===== src/common/shaPkg.sv =====
/*
 * SHA-256 shared package
 * word, byte, block and digest types, algorithm sizes and mixing functions
 */
package shaPkg;

    localparam int NumRounds    = 64;
    localparam int NumHashWords = 8;
    localparam int BlockWords   = 16;
    localparam int LengthBits   = 64;

    typedef logic [31:0]  wordT;
    typedef logic [7:0]   byteT;
    typedef logic [511:0] blockT;
    typedef wordT [NumHashWords-1:0] digestT;  // index 0 holds H0

    // ----------------------------------------
    // rotate and mix steps

    function automatic wordT rotr(wordT x, int unsigned n);
        return (x >> n) | (x << (32 - n));
    endfunction

    function automatic wordT smallSigma0(wordT x);
        return rotr(x, 7) ^ rotr(x, 18) ^ (x >> 3);
    endfunction

    function automatic wordT smallSigma1(wordT x);
        return rotr(x, 17) ^ rotr(x, 19) ^ (x >> 10);
    endfunction

    function automatic wordT bigSigma0(wordT x);
        return rotr(x, 2) ^ rotr(x, 13) ^ rotr(x, 22);
    endfunction

    function automatic wordT bigSigma1(wordT x);
        return rotr(x, 6) ^ rotr(x, 11) ^ rotr(x, 25);
    endfunction

    function automatic wordT choose(wordT x, wordT y, wordT z);
        return (x & y) ^ (~x & z);
    endfunction

    function automatic wordT majority(wordT x, wordT y, wordT z);
        return (x & y) ^ (y & z) ^ (x & z);
    endfunction

endpackage


===== src/loader/memFetch.sv =====
/*
 * sequential reader for a synchronous memory
 * returns each word with its index after the one-cycle read latency
 */
module memFetch #(
    parameter int  Depth = 8,
    parameter type wordT = shaPkg::wordT
) (
    input  logic                       clk,
    input  logic                       resetSHA,
    input  logic                       start,
    input  logic [$clog2(Depth + 1)-1:0] count,
    output logic [$clog2(Depth)-1:0]   address,
    output logic                       enable,
    input  wordT                       data,
    output wordT                       fetchData,
    output logic [$clog2(Depth)-1:0]   fetchIndex,
    output logic                       fetchValid,
    output logic                       fetchDone
);
    localparam int AddrW  = $clog2(Depth);
    localparam int CountW = $clog2(Depth + 1);

    logic             lastAddr;
    logic             pendValid;   // memory is returning data this cycle
    logic             pendLast;
    logic [AddrW-1:0] pendIndex;

    assign lastAddr = (CountW'(address) + CountW'(1) == count);

    always_ff @(posedge clk) begin
        if (resetSHA) begin
            address    <= '0;
            enable     <= 1'b0;
            pendValid  <= 1'b0;
            pendLast   <= 1'b0;
            fetchValid <= 1'b0;
            fetchDone  <= 1'b0;
        end else begin
            pendValid  <= enable;
            pendLast   <= enable && lastAddr;
            fetchValid <= pendValid;
            if (start) begin
                address   <= '0;
                enable    <= (count != '0);
                fetchDone <= (count == '0);  // nothing to read
            end else begin
                if (enable) begin
                    address <= address + 1'b1;
                    if (lastAddr)
                        enable <= 1'b0;
                end
                if (pendValid && pendLast)
                    fetchDone <= 1'b1;
            end
        end
    end

    always_ff @(posedge clk) begin
        pendIndex  <= address;
        fetchIndex <= pendIndex;
        fetchData  <= data;
    end

endmodule


===== src/loader/padBlock.sv =====
/*
 * message padding into one 512-bit block
 * places bytes big-endian, adds the 0x80 marker and the bit length
 */
module padBlock #(
    parameter int MaxMsgBytes = 55
) (
    input  logic                               clk,
    input  logic                               resetSHA,
    input  logic                               go,
    input  logic [$clog2(MaxMsgBytes + 1)-1:0] msgLength,
    output logic                               msgStart,
    output logic [$clog2(MaxMsgBytes + 1)-1:0] msgCount,
    input  shaPkg::byteT                       fetchData,
    input  logic [$clog2(MaxMsgBytes)-1:0]     fetchIndex,
    input  logic                               fetchValid,
    input  logic                               msgDone,
    input  logic                               hashDone,
    output shaPkg::blockT                      blockOut,
    output logic                               blockReady
);
    import shaPkg::*;

    localparam int BlockBits = $bits(blockT);

    logic busy;
    logic accept;
    logic padNow;
    logic [$clog2(MaxMsgBytes + 1)-1:0] regLength;

    assign accept   = go && !busy;
    // done flags still hold the last run while msgStart is high
    assign padNow   = busy && !msgStart && msgDone && hashDone;
    assign msgCount = regLength;

    always_ff @(posedge clk) begin
        if (resetSHA) begin
            busy       <= 1'b0;
            msgStart   <= 1'b0;
            blockReady <= 1'b0;
        end else begin
            msgStart   <= accept;
            blockReady <= padNow;
            if (accept)
                busy <= 1'b1;
            else if (padNow)
                busy <= 1'b0;
        end
    end

    always_ff @(posedge clk) begin
        if (accept) begin
            regLength <= msgLength;
            blockOut  <= '0;
        end
        if (fetchValid)
            blockOut[BlockBits-1 - 8*fetchIndex -: 8] <= fetchData;
        if (padNow) begin
            blockOut[BlockBits-1 - 8*regLength -: 8] <= 8'h80;  // marker
            blockOut[LengthBits-1:0] <= LengthBits'(regLength) << 3;
        end
    end

endmodule


===== src/rounds/msgSchedule.sv =====
/*
 * SHA-256 message schedule
 * 16-word circular window, one schedule word per request
 */
module msgSchedule (
    input  logic          clk,
    input  logic          resetSHA,
    input  shaPkg::blockT blockIn,
    input  logic          blockReady,
    input  logic          nextWord,
    output shaPkg::wordT  schedWord
);
    import shaPkg::*;

    localparam int SlotW = $clog2(BlockWords);
    localparam int BlockBits = $bits(blockT);

    wordT                         window [BlockWords];
    logic [$clog2(NumRounds)-1:0] wordIndex;
    logic [SlotW-1:0]             slot;     // also holds word t-16
    logic [SlotW-1:0]             slot2;
    logic [SlotW-1:0]             slot7;
    logic [SlotW-1:0]             slot15;
    wordT                         newWord;

    assign slot   = wordIndex[SlotW-1:0];
    assign slot2  = slot - SlotW'(2);
    assign slot7  = slot - SlotW'(7);
    assign slot15 = slot - SlotW'(15);

    assign newWord = smallSigma1(window[slot2]) + window[slot7]
                   + smallSigma0(window[slot15]) + window[slot];

    always_ff @(posedge clk) begin
        if (resetSHA)
            wordIndex <= '0;
        else if (nextWord)
            wordIndex <= wordIndex + 1'b1;  // wraps to 0 after 64 words
    end

    always_ff @(posedge clk) begin
        if (blockReady && wordIndex == '0) begin
            for (int i = 0; i < BlockWords; i++)
                window[i] <= blockIn[BlockBits-1 - 32*i -: 32];
        end else if (nextWord && wordIndex >= BlockWords) begin
            window[slot] <= newWord;  // oldest slot
        end
        if (nextWord)
            schedWord <= (wordIndex < BlockWords) ? window[slot] : newWord;
    end

endmodule


===== src/rounds/compressRound.sv =====
/*
 * SHA-256 compression, four cycles per round over a to h
 * adds the initial hash after round 63
 */
module compressRound (
    input  logic                                    clk,
    input  logic                                    resetSHA,
    input  logic                                    blockReady,
    input  shaPkg::wordT                            hashWord,
    input  logic [$clog2(shaPkg::NumHashWords)-1:0] hashIndex,
    input  logic                                    hashValid,
    output logic [$clog2(shaPkg::NumRounds)-1:0]    kAddress,
    output logic                                    kEnable,
    input  shaPkg::wordT                            kData,
    output logic                                    nextWord,
    input  shaPkg::wordT                            schedWord,
    output shaPkg::digestT                          digestOut,
    output logic                                    digestValid
);
    import shaPkg::*;

    wordT initH [NumHashWords];
    wordT a, b, c, d, e, f, g, h;
    wordT kReg;
    wordT wk;       // W + K
    wordT t1Part;   // T1 without W + K
    wordT t2;

    logic                         running;
    logic                         finalAdd;
    logic                         startRun;
    logic [1:0]                   phase;
    logic [$clog2(NumRounds)-1:0] round;

    assign startRun = blockReady && !running;
    assign kAddress = round;

    // ----------------------------------------
    // round sequencing

    always_ff @(posedge clk) begin
        if (resetSHA) begin
            running     <= 1'b0;
            finalAdd    <= 1'b0;
            phase       <= '0;
            round       <= '0;
            kEnable     <= 1'b0;
            nextWord    <= 1'b0;
            digestValid <= 1'b0;
        end else begin
            kEnable     <= 1'b0;
            nextWord    <= 1'b0;
            finalAdd    <= 1'b0;
            digestValid <= finalAdd;
            if (startRun) begin
                running  <= 1'b1;
                phase    <= '0;
                round    <= '0;
                kEnable  <= 1'b1;
                nextWord <= 1'b1;
            end else if (running) begin
                phase <= phase + 1'b1;
                if (phase == 2'd3) begin
                    if (round == NumRounds - 1) begin
                        running  <= 1'b0;
                        finalAdd <= 1'b1;
                    end else begin
                        round    <= round + 1'b1;
                        kEnable  <= 1'b1;
                        nextWord <= 1'b1;
                    end
                end
            end
        end
    end

    // ----------------------------------------
    // datapath

    always_ff @(posedge clk) begin
        if (hashValid && !running)
            initH[hashIndex] <= hashWord;
        if (startRun) begin
            {a, b, c, d} <= {initH[0], initH[1], initH[2], initH[3]};
            {e, f, g, h} <= {initH[4], initH[5], initH[6], initH[7]};
        end else if (running) begin
            case (phase)
                2'd1: kReg <= kData;  // K returned
                2'd2: begin
                    wk     <= kReg + schedWord;
                    t1Part <= h + bigSigma1(e) + choose(e, f, g);
                    t2     <= bigSigma0(a) + majority(a, b, c);
                end
                2'd3: begin
                    a <= t1Part + wk + t2;
                    b <= a;
                    c <= b;
                    d <= c;
                    e <= d + t1Part + wk;
                    f <= e;
                    g <= f;
                    h <= g;
                end
                default: ;
            endcase
        end
        if (finalAdd) begin
            digestOut[0] <= a + initH[0];
            digestOut[1] <= b + initH[1];
            digestOut[2] <= c + initH[2];
            digestOut[3] <= d + initH[3];
            digestOut[4] <= e + initH[4];
            digestOut[5] <= f + initH[5];
            digestOut[6] <= g + initH[6];
            digestOut[7] <= h + initH[7];
        end
    end

endmodule


===== src/source/digestWriter.sv =====
/*
 * digest output writer
 * one word per cycle to addresses 0 to 7, then a finish pulse
 */
module digestWriter (
    input  logic                                    clk,
    input  logic                                    resetSHA,
    input  shaPkg::digestT                          digestIn,
    input  logic                                    digestValid,
    output logic [$clog2(shaPkg::NumHashWords)-1:0] domAddress,
    output shaPkg::wordT                            domData,
    output logic                                    domWrite,
    output logic                                    finish
);
    import shaPkg::*;

    digestT                          digest;
    logic                            writing;
    logic [$clog2(NumHashWords)-1:0] wordCount;

    always_ff @(posedge clk) begin
        if (resetSHA) begin
            writing   <= 1'b0;
            wordCount <= '0;
            domWrite  <= 1'b0;
            finish    <= 1'b0;
        end else begin
            domWrite <= writing;
            finish   <= domWrite && domAddress == NumHashWords - 1;  // after the last write
            if (digestValid) begin
                writing   <= 1'b1;
                wordCount <= '0;
            end else if (writing) begin
                wordCount <= wordCount + 1'b1;
                if (wordCount == NumHashWords - 1)
                    writing <= 1'b0;
            end
        end
    end

    always_ff @(posedge clk) begin
        if (digestValid)
            digest <= digestIn;
        domAddress <= wordCount;
        domData    <= digest[wordCount];
    end

endmodule


===== src/source/shaTop.sv =====
/*
 * SHA-256 single block hasher, top level
 * connects the fetchers, padding, schedule, rounds and digest writer
 */
module shaTop #(
    parameter int MaxMsgBytes = 55
) (
    input  logic                                   clk,
    input  logic                                   resetSHA,
    input  logic                                   go,
    input  logic [$clog2(MaxMsgBytes + 1)-1:0]     msgLength,
    output logic [$clog2(MaxMsgBytes)-1:0]         msgAddress,
    output logic                                   msgEnable,
    input  shaPkg::byteT                           msgData,
    output logic [$clog2(shaPkg::NumHashWords)-1:0] hAddress,
    output logic                                   hEnable,
    input  shaPkg::wordT                           hData,
    output logic [$clog2(shaPkg::NumRounds)-1:0]   kAddress,
    output logic                                   kEnable,
    input  shaPkg::wordT                           kData,
    output logic [$clog2(shaPkg::NumHashWords)-1:0] domAddress,
    output shaPkg::wordT                           domData,
    output logic                                   domWrite,
    output logic                                   finish
);
    import shaPkg::*;

    localparam int MsgLenW    = $clog2(MaxMsgBytes + 1);
    localparam int MsgAddrW   = $clog2(MaxMsgBytes);
    localparam int HashAddrW  = $clog2(NumHashWords);
    localparam int HashCountW = $clog2(NumHashWords + 1);

    logic                 fetchStart;     // starts both fetchers
    logic [MsgLenW-1:0]   msgCount;
    byteT                 msgByte;
    logic [MsgAddrW-1:0]  msgIndex;
    logic                 msgValid;
    logic                 msgDone;
    wordT                 hashWord;
    logic [HashAddrW-1:0] hashIndex;
    logic                 hashValid;
    logic                 hashDone;
    blockT                block;
    logic                 blockReady;
    logic                 nextWord;
    wordT                 schedWord;
    digestT               digest;
    logic                 digestValid;

    // ----------------------------------------
    // loaders

    memFetch #(.Depth(MaxMsgBytes), .wordT(byteT)) msgFetch (
        .clk(clk), .resetSHA(resetSHA), .start(fetchStart), .count(msgCount),
        .address(msgAddress), .enable(msgEnable), .data(msgData),
        .fetchData(msgByte), .fetchIndex(msgIndex), .fetchValid(msgValid),
        .fetchDone(msgDone)
    );

    memFetch #(.Depth(NumHashWords), .wordT(wordT)) hashFetch (
        .clk(clk), .resetSHA(resetSHA), .start(fetchStart),
        .count(HashCountW'(NumHashWords)),
        .address(hAddress), .enable(hEnable), .data(hData),
        .fetchData(hashWord), .fetchIndex(hashIndex), .fetchValid(hashValid),
        .fetchDone(hashDone)
    );

    padBlock #(.MaxMsgBytes(MaxMsgBytes)) pad (
        .clk(clk), .resetSHA(resetSHA), .go(go), .msgLength(msgLength),
        .msgStart(fetchStart), .msgCount(msgCount),
        .fetchData(msgByte), .fetchIndex(msgIndex), .fetchValid(msgValid),
        .msgDone(msgDone), .hashDone(hashDone),
        .blockOut(block), .blockReady(blockReady)
    );

    // ----------------------------------------
    // hash core and output

    msgSchedule schedule (
        .clk(clk), .resetSHA(resetSHA), .blockIn(block), .blockReady(blockReady),
        .nextWord(nextWord), .schedWord(schedWord)
    );

    compressRound rounds (
        .clk(clk), .resetSHA(resetSHA), .blockReady(blockReady),
        .hashWord(hashWord), .hashIndex(hashIndex), .hashValid(hashValid),
        .kAddress(kAddress), .kEnable(kEnable), .kData(kData),
        .nextWord(nextWord), .schedWord(schedWord),
        .digestOut(digest), .digestValid(digestValid)
    );

    digestWriter writer (
        .clk(clk), .resetSHA(resetSHA), .digestIn(digest), .digestValid(digestValid),
        .domAddress(domAddress), .domData(domData), .domWrite(domWrite),
        .finish(finish)
    );

endmodule


===== config.mk =====
export PLATFORM = sky130hd
export DESIGN_NAME = shaTop
export DESIGN_NICKNAME = d
export VERILOG_FILES = /design/src/common/shaPkg.sv /design/src/loader/memFetch.sv /design/src/loader/padBlock.sv /design/src/rounds/msgSchedule.sv /design/src/rounds/compressRound.sv /design/src/source/digestWriter.sv /design/src/source/shaTop.sv
export SDC_FILE = /design/constraint.sdc
export NUM_CORES = 2
export LEC_CHECK = 0
export BUFFER_PORTS_ARGS = -buffer_cell sky130_fd_sc_hd__buf_2
export CORE_MARGIN = 5
export CORE_UTILIZATION = 55
export DETAILED_ROUTE_END_ITERATION = 16
export PLACE_DENSITY = 0.71
export SYNTH_ARGS = -nofsm -noshare
export SYNTH_HDL_FRONTEND = slang
export SYNTH_SLANG_ARGS = --single-unit

===== constraint.sdc =====
create_clock -name clk -period 13.15 [get_ports clk]
set_input_delay 0.6575 -clock clk [delete_from_list [all_inputs] [get_ports clk]]
set_output_delay 0.6575 -clock clk [all_outputs]
set_load 0.02 [all_outputs]

==> impl_metrics.prom <==
# TYPE chip_impl_metric gauge
chip_impl_info{name="worstHoldStart",value="go"} 1
chip_impl_metric{name="synth_area",unit="µm²"} 123500
chip_impl_metric{name="power.share.clock",unit="%"} 47.2
chip_impl_info{name="cts_tree",value="built"} 1
chip_impl_metric{name="synth-seq-area-share",unit="%"} 51.99
chip_impl_metric{name="total_die_area",unit="µm²"} 234200
chip_impl_metric{name="wl_per_cell",unit="µm"} 30.12
chip_impl_metric{name="post_cts_buffers",unit=""} 0
chip_impl_metric{name="final_max_slew_viol_count",unit=""} 91
chip_impl_info{name="status",value="finished with violations"} 1
chip_impl_info{name="critical_path.startpoint_type",value="flop"} 1
chip_impl_metric{name="number_of_synthesized_flops_with_an_enable_pin",unit=""} 1702
chip_impl_metric{name="worstPathArrival",unit="ns"} 10.29
chip_impl_metric{name="core",unit="µm²"} 224200
chip_impl_metric{name="finish.net_count",unit=""} 11461
chip_impl_metric{name="floorplan.initialDensity",unit="%"} 55.09
chip_impl_info{name="criticalPathCategory",value="reg -> reg"} 1
chip_impl_metric{name="syn2layout_area_growth",unit="%"} 10.45
chip_impl_metric{name="postLayoutSetupSlackWorst",unit="ns"} 3.397
chip_impl_info{name="violations_in_the_final_reports",value="slew limit"} 1
chip_impl_metric{name="finalCriticalPeriod",unit="ns"} 9.753
chip_impl_metric{name="design.portCount",unit=""} 136
chip_impl_metric{name="placement.setup.worst_slack",unit="ns"} 3.510
chip_impl_metric{name="detail_route.drc_violations",unit=""} 0
chip_impl_metric{name="vias_in_the_first_global_route",unit=""} 89823
chip_impl_metric{name="route.detailed.vias_per_inst",unit=""} 6.540
chip_impl_metric{name="synth_largest_type_area_fraction",unit="%"} 41.37
chip_impl_metric{name="dp_cells",unit=""} 13440
chip_impl_metric{name="p_sw",unit="mW"} 3.190
chip_impl_info{name="timing.rr.end",value="schedule.window[8][21]$_DFFE_PP_"} 1
chip_impl_metric{name="fp.dieH",unit="µm"} 483.9
chip_impl_info{name="holdPathEnd",value="pad.busy$_SDFFE_PP0P_"} 1
chip_impl_metric{name="total_number_of_placement_rows",unit=""} 174
chip_impl_metric{name="worst-r2r-setup-slack",unit="ns"} 3.40
chip_impl_metric{name="gpl.final_weighted_congestion",unit=""} 1.016
chip_impl_info{name="worst_setup_path_end_kind",value="flop"} 1
chip_impl_metric{name="drtAntennaViolNets",unit=""} 0
chip_impl_info{name="timing.rr.start",value="schedule.wordIndex[1]$_SDFFE_PP0P_"} 1
chip_impl_info{name="leading_cell_types_in_the_layout_fill_and_taps_excluded",value="1,831 x sky130_fd_sc_hd__nand2_1, 1,702 x sky130_fd_sc_hd__edfxtp_1, 868 x sky130_fd_sc_hd__a21oi_1"} 1
chip_impl_metric{name="leakage",unit="nW"} 48.41
chip_impl_metric{name="clk_transition_reported_paths",unit="ns"} 0.07
chip_impl_metric{name="worst_endpoint_required_time",unit="ns"} 13.69
chip_impl_info{name="cts.root.buffer_cell",value="sky130_fd_sc_hd__clkbuf_16"} 1
chip_impl_metric{name="routed_wl",unit="µm"} 421000
chip_impl_metric{name="synthesis_warnings",unit=""} 0
chip_impl_metric{name="p_int",unit="mW"} 12.13
chip_impl_metric{name="final-hold-violation-count",unit=""} 0
chip_impl_metric{name="setup_tns",unit="ns"} 0
chip_impl_info{name="setup_repair_after_global_routing_missed_its_margin",value="false"} 1
chip_impl_metric{name="clock_sink_count",unit=""} 2357
chip_impl_metric{name="cts_buf_count",unit=""} 239
chip_impl_metric{name="timing.final.crit_share",unit="%"} 74.17
chip_impl_metric{name="worstMarginPinSlew",unit="ns"} 1.603
chip_impl_metric{name="ys_async_sr_fraction",unit="%"} 0
chip_impl_metric{name="clkLatencyLatePin",unit="ns"} 0.90
chip_impl_info{name="yosysTopAreaCell",value="sky130_fd_sc_hd__edfxtp_1"} 1
chip_impl_info{name="final_common_cell",value="sky130_fd_sc_hd__nand2_1"} 1
chip_impl_metric{name="die_width",unit="µm"} 483.9
chip_impl_metric{name="worst_hold_path.num_cells",unit=""} 3
chip_impl_metric{name="gr-total-overflow",unit=""} 0
chip_impl_metric{name="post-dp-hpwl",unit="µm"} 302100
chip_impl_metric{name="finalCoreUtilization",unit="%"} 60.85
chip_impl_metric{name="synth_unique_cells",unit=""} 86
chip_impl_metric{name="slew_headroom",unit="%"} -6.894
chip_impl_metric{name="switching_share_of_total_power",unit="%"} 20.82
chip_impl_metric{name="fmaxAchievable",unit="MHz"} 102.5
chip_impl_metric{name="syn_avg_cell_area",unit="µm²"} 11.51
chip_impl_metric{name="drt_first_pass_iters",unit=""} 9
chip_impl_metric{name="synthCells",unit=""} 10732
chip_impl_metric{name="grt_antenna_before_repair",unit=""} 21
chip_impl_metric{name="cts_htree_levels",unit=""} 4
chip_impl_info{name="hp-class",value="in -> reg"} 1
chip_impl_metric{name="finalSetupViolCount",unit=""} 0
chip_impl_info{name="synth_ff_type",value="sky130_fd_sc_hd__edfxtp_1"} 1
chip_impl_metric{name="ys_seq_elements",unit=""} 2357
chip_impl_metric{name="grt.total_usage",unit="%"} 35.13
chip_impl_metric{name="power.share.sequential",unit="%"} 51.8
chip_impl_metric{name="grt_start_max_net_pins",unit=""} 205
chip_impl_metric{name="numPortBuffers",unit=""} 135
chip_impl_info{name="synth_area_leaders",value="sky130_fd_sc_hd__edfxtp_1 41%, sky130_fd_sc_hd__dfxtp_1 11%, sky130_fd_sc_hd__mux4_2 10%"} 1
chip_impl_metric{name="max-clock-path-buffers",unit=""} 3
chip_impl_metric{name="finish.cell_count_without_fillers",unit=""} 13980
chip_impl_metric{name="finalHoldWorstSlack",unit="ns"} 0.07070
chip_impl_metric{name="dr_total_vias",unit=""} 91432
chip_impl_metric{name="worst_r2r_path_depth",unit=""} 24
chip_impl_metric{name="vdd.ir_drop.worst",unit="V"} 0.0001227
chip_impl_metric{name="max_cap_viol_count",unit=""} 0
chip_impl_metric{name="grt_first_pass_wirelength",unit="µm"} 604500
chip_impl_info{name="startpoint_of_the_most_critical_setup_path",value="schedule.wordIndex[1]$_SDFFE_PP0P_"} 1
chip_impl_metric{name="worst_clock_skew",unit="ns"} 0.06482
chip_impl_metric{name="comb_power_share",unit="%"} 1.1
chip_impl_metric{name="syn-num-nets",unit=""} 11426
chip_impl_metric{name="detail_route.iter0.violations",unit=""} 12550
chip_impl_metric{name="powerDensity",unit="nW/µm²"} 112.3
chip_impl_metric{name="fraction_of_final_layout_cells_with_drive_strength_greater_than_1",unit="%"} 12.91
chip_impl_metric{name="worstPathMaxFanout",unit=""} 56
synth_stat cells, drive strengths merged (184+ instances only):
| library cell | n |
|---|---|
| nand2 | 1848 |
| mux4 | 576 |
| xnor2 | 485 |
| a21o | 184 |
| o21ai | 712 |
| ha | 445 |
| inv | 329 |
| dfxtp | 655 |
| nand3 | 540 |
| clkbuf | 497 |
| nor2 | 516 |
| a21oi | 869 |
| edfxtp | 1702 |
power by group through the flow:
stage	Combinational, mW	Sequential (mW)	Clock [mW]
floorplan	0.0825	8.06	0
global placement	0.136	8.09	0
detailed placement	0.138	8.09	0
CTS	0.156	7.93	7.26
global route	0.168	7.93	7.59
finish	0.164	7.93	7.23
what timing repair did:
item                       CTS  global route
setup endpoints to repair    0             0
gates resized for setup      0             0
hold endpoints to repair    78             0
hold buffers                78             0
worst max-delay path by stage:
| stage | to | slack [ns] | cells past startpoint |
|---|---|---|---|
| 6_report | schedule.window[8][21]$_DFFE_PP_ | 3.40 | 24 |
| 5_1_grt | schedule.window[8][21]$_DFFE_PP_ | 2.93 | 24 |
| 4_1_cts | schedule.window[8][21]$_DFFE_PP_ | 3.44 | 24 |
| 3_5_place_dp | schedule.window[6][21]$_DFFE_PP_ | 3.51 | 24 |
| 3_3_place_gp | schedule.window[8][21]$_DFFE_PP_ | 3.70 | 24 |
| 2_1_floorplan | schedule.window[10][21]$_DFFE_PP_ | 4.30 | 32 |
layer usage:
| layer | routed length (µm) | share of wire, % | up-vias | track usage [%] |
|---|---|---|---|---|
| met4 | 33900 | 8.1 | 10 | 22.30 |
| met3 | 50230 | 12 | 1390 | 10.00 |
| met5 | 56 | 0.013 | - | 0 |
| li1 | - | - | 39287 | - |
| met1 | 145700 | 35 | 44646 | 42.66 |
| met2 | 191200 | 45 | 6099 | 55.41 |
state kept, by name, summed over array words and instances (netlist names), 32 cells and up, named ones only:
register and count:
rounds.b 32, hashFetch.fetchData 32, rounds.wk 32, schedule.window 512, rounds.e 32, rounds.t2 32, rounds.kReg 32, schedule.schedWord 32
rounds.a 32, rounds.h 32, writer.digest 256, rounds.d 32, pad.blockOut 512, rounds.t1Part 32, rounds.c 32, rounds.initH 256
rounds.g 32, writer.domData 32, rounds.f 32, rounds.digestOut 256
worst max-delay path: stages, from the launching register on:
cell and delay, ns:
sky130_fd_sc_hd__dfxtp_4 0.76, sky130_fd_sc_hd__buf_4 0.75, sky130_fd_sc_hd__ha_1 0.82, sky130_fd_sc_hd__xnor2_4 0.34, sky130_fd_sc_hd__buf_4 0.65, sky130_fd_sc_hd__mux4_2 0.68
sky130_fd_sc_hd__xnor2_1 0.18, sky130_fd_sc_hd__xnor2_1 0.16, sky130_fd_sc_hd__fa_1 0.52, sky130_fd_sc_hd__inv_1 0.05, sky130_fd_sc_hd__fa_1 0.48, sky130_fd_sc_hd__inv_1 0.04
sky130_fd_sc_hd__ha_1 0.18, sky130_fd_sc_hd__inv_1 0.08, sky130_fd_sc_hd__fa_1 0.25, sky130_fd_sc_hd__nor2b_1 0.08, sky130_fd_sc_hd__o31a_1 0.28, sky130_fd_sc_hd__o31ai_1 0.45
sky130_fd_sc_hd__a21oi_1 0.21, sky130_fd_sc_hd__o31ai_1 0.32, sky130_fd_sc_hd__nand2b_1 0.17, sky130_fd_sc_hd__a2111o_1 0.41, sky130_fd_sc_hd__a21oi_1 0.18, sky130_fd_sc_hd__xor2_1 0.97
sky130_fd_sc_hd__o21ai_0 0.29
cells by family (layout without fill, tap and decap cells):
kind of cell	Yosys count	after routing	synth area share [%]
AO/OA/AOI/OAI	2208	2208	10.32
other	0	4	0
buffers and inverters	897	1149	2.778
multiplexers	679	679	11.43
flip-flops	2357	2357	51.99
XOR/XNOR	655	655	4.696
AND/OR/NAND/NOR	3292	3292	11.31
adder cells (fa/ha/maj)	644	644	7.481
stage by stage:
stage | area (µm²) | power, mW
2_1_floorplan | 123500 | 8.144
3_3_place_gp | 127300 | 8.228
3_5_place_dp | 127300 | 8.231
4_1_cts | 136400 | 15.35
5_1_grt | 136400 | 15.69
6_report | 136400 | 15.32
final cells by class:
cell class / instances / area (µm²)
Antenna cell: 4 / 10.01
Clock buffer: 317 / 6726
Clock inverter: 141 / 1620
Fill cell: 17581 / 87800
Inverter: 330 / 1239
Multi-Input combinational cell: 7478 / 56230
Sequential cell: 2357 / 64270
Tap cell: 2992 / 3744
Timing Repair Buffer: 361 / 2605
Power figures use the tool's default switching activity.
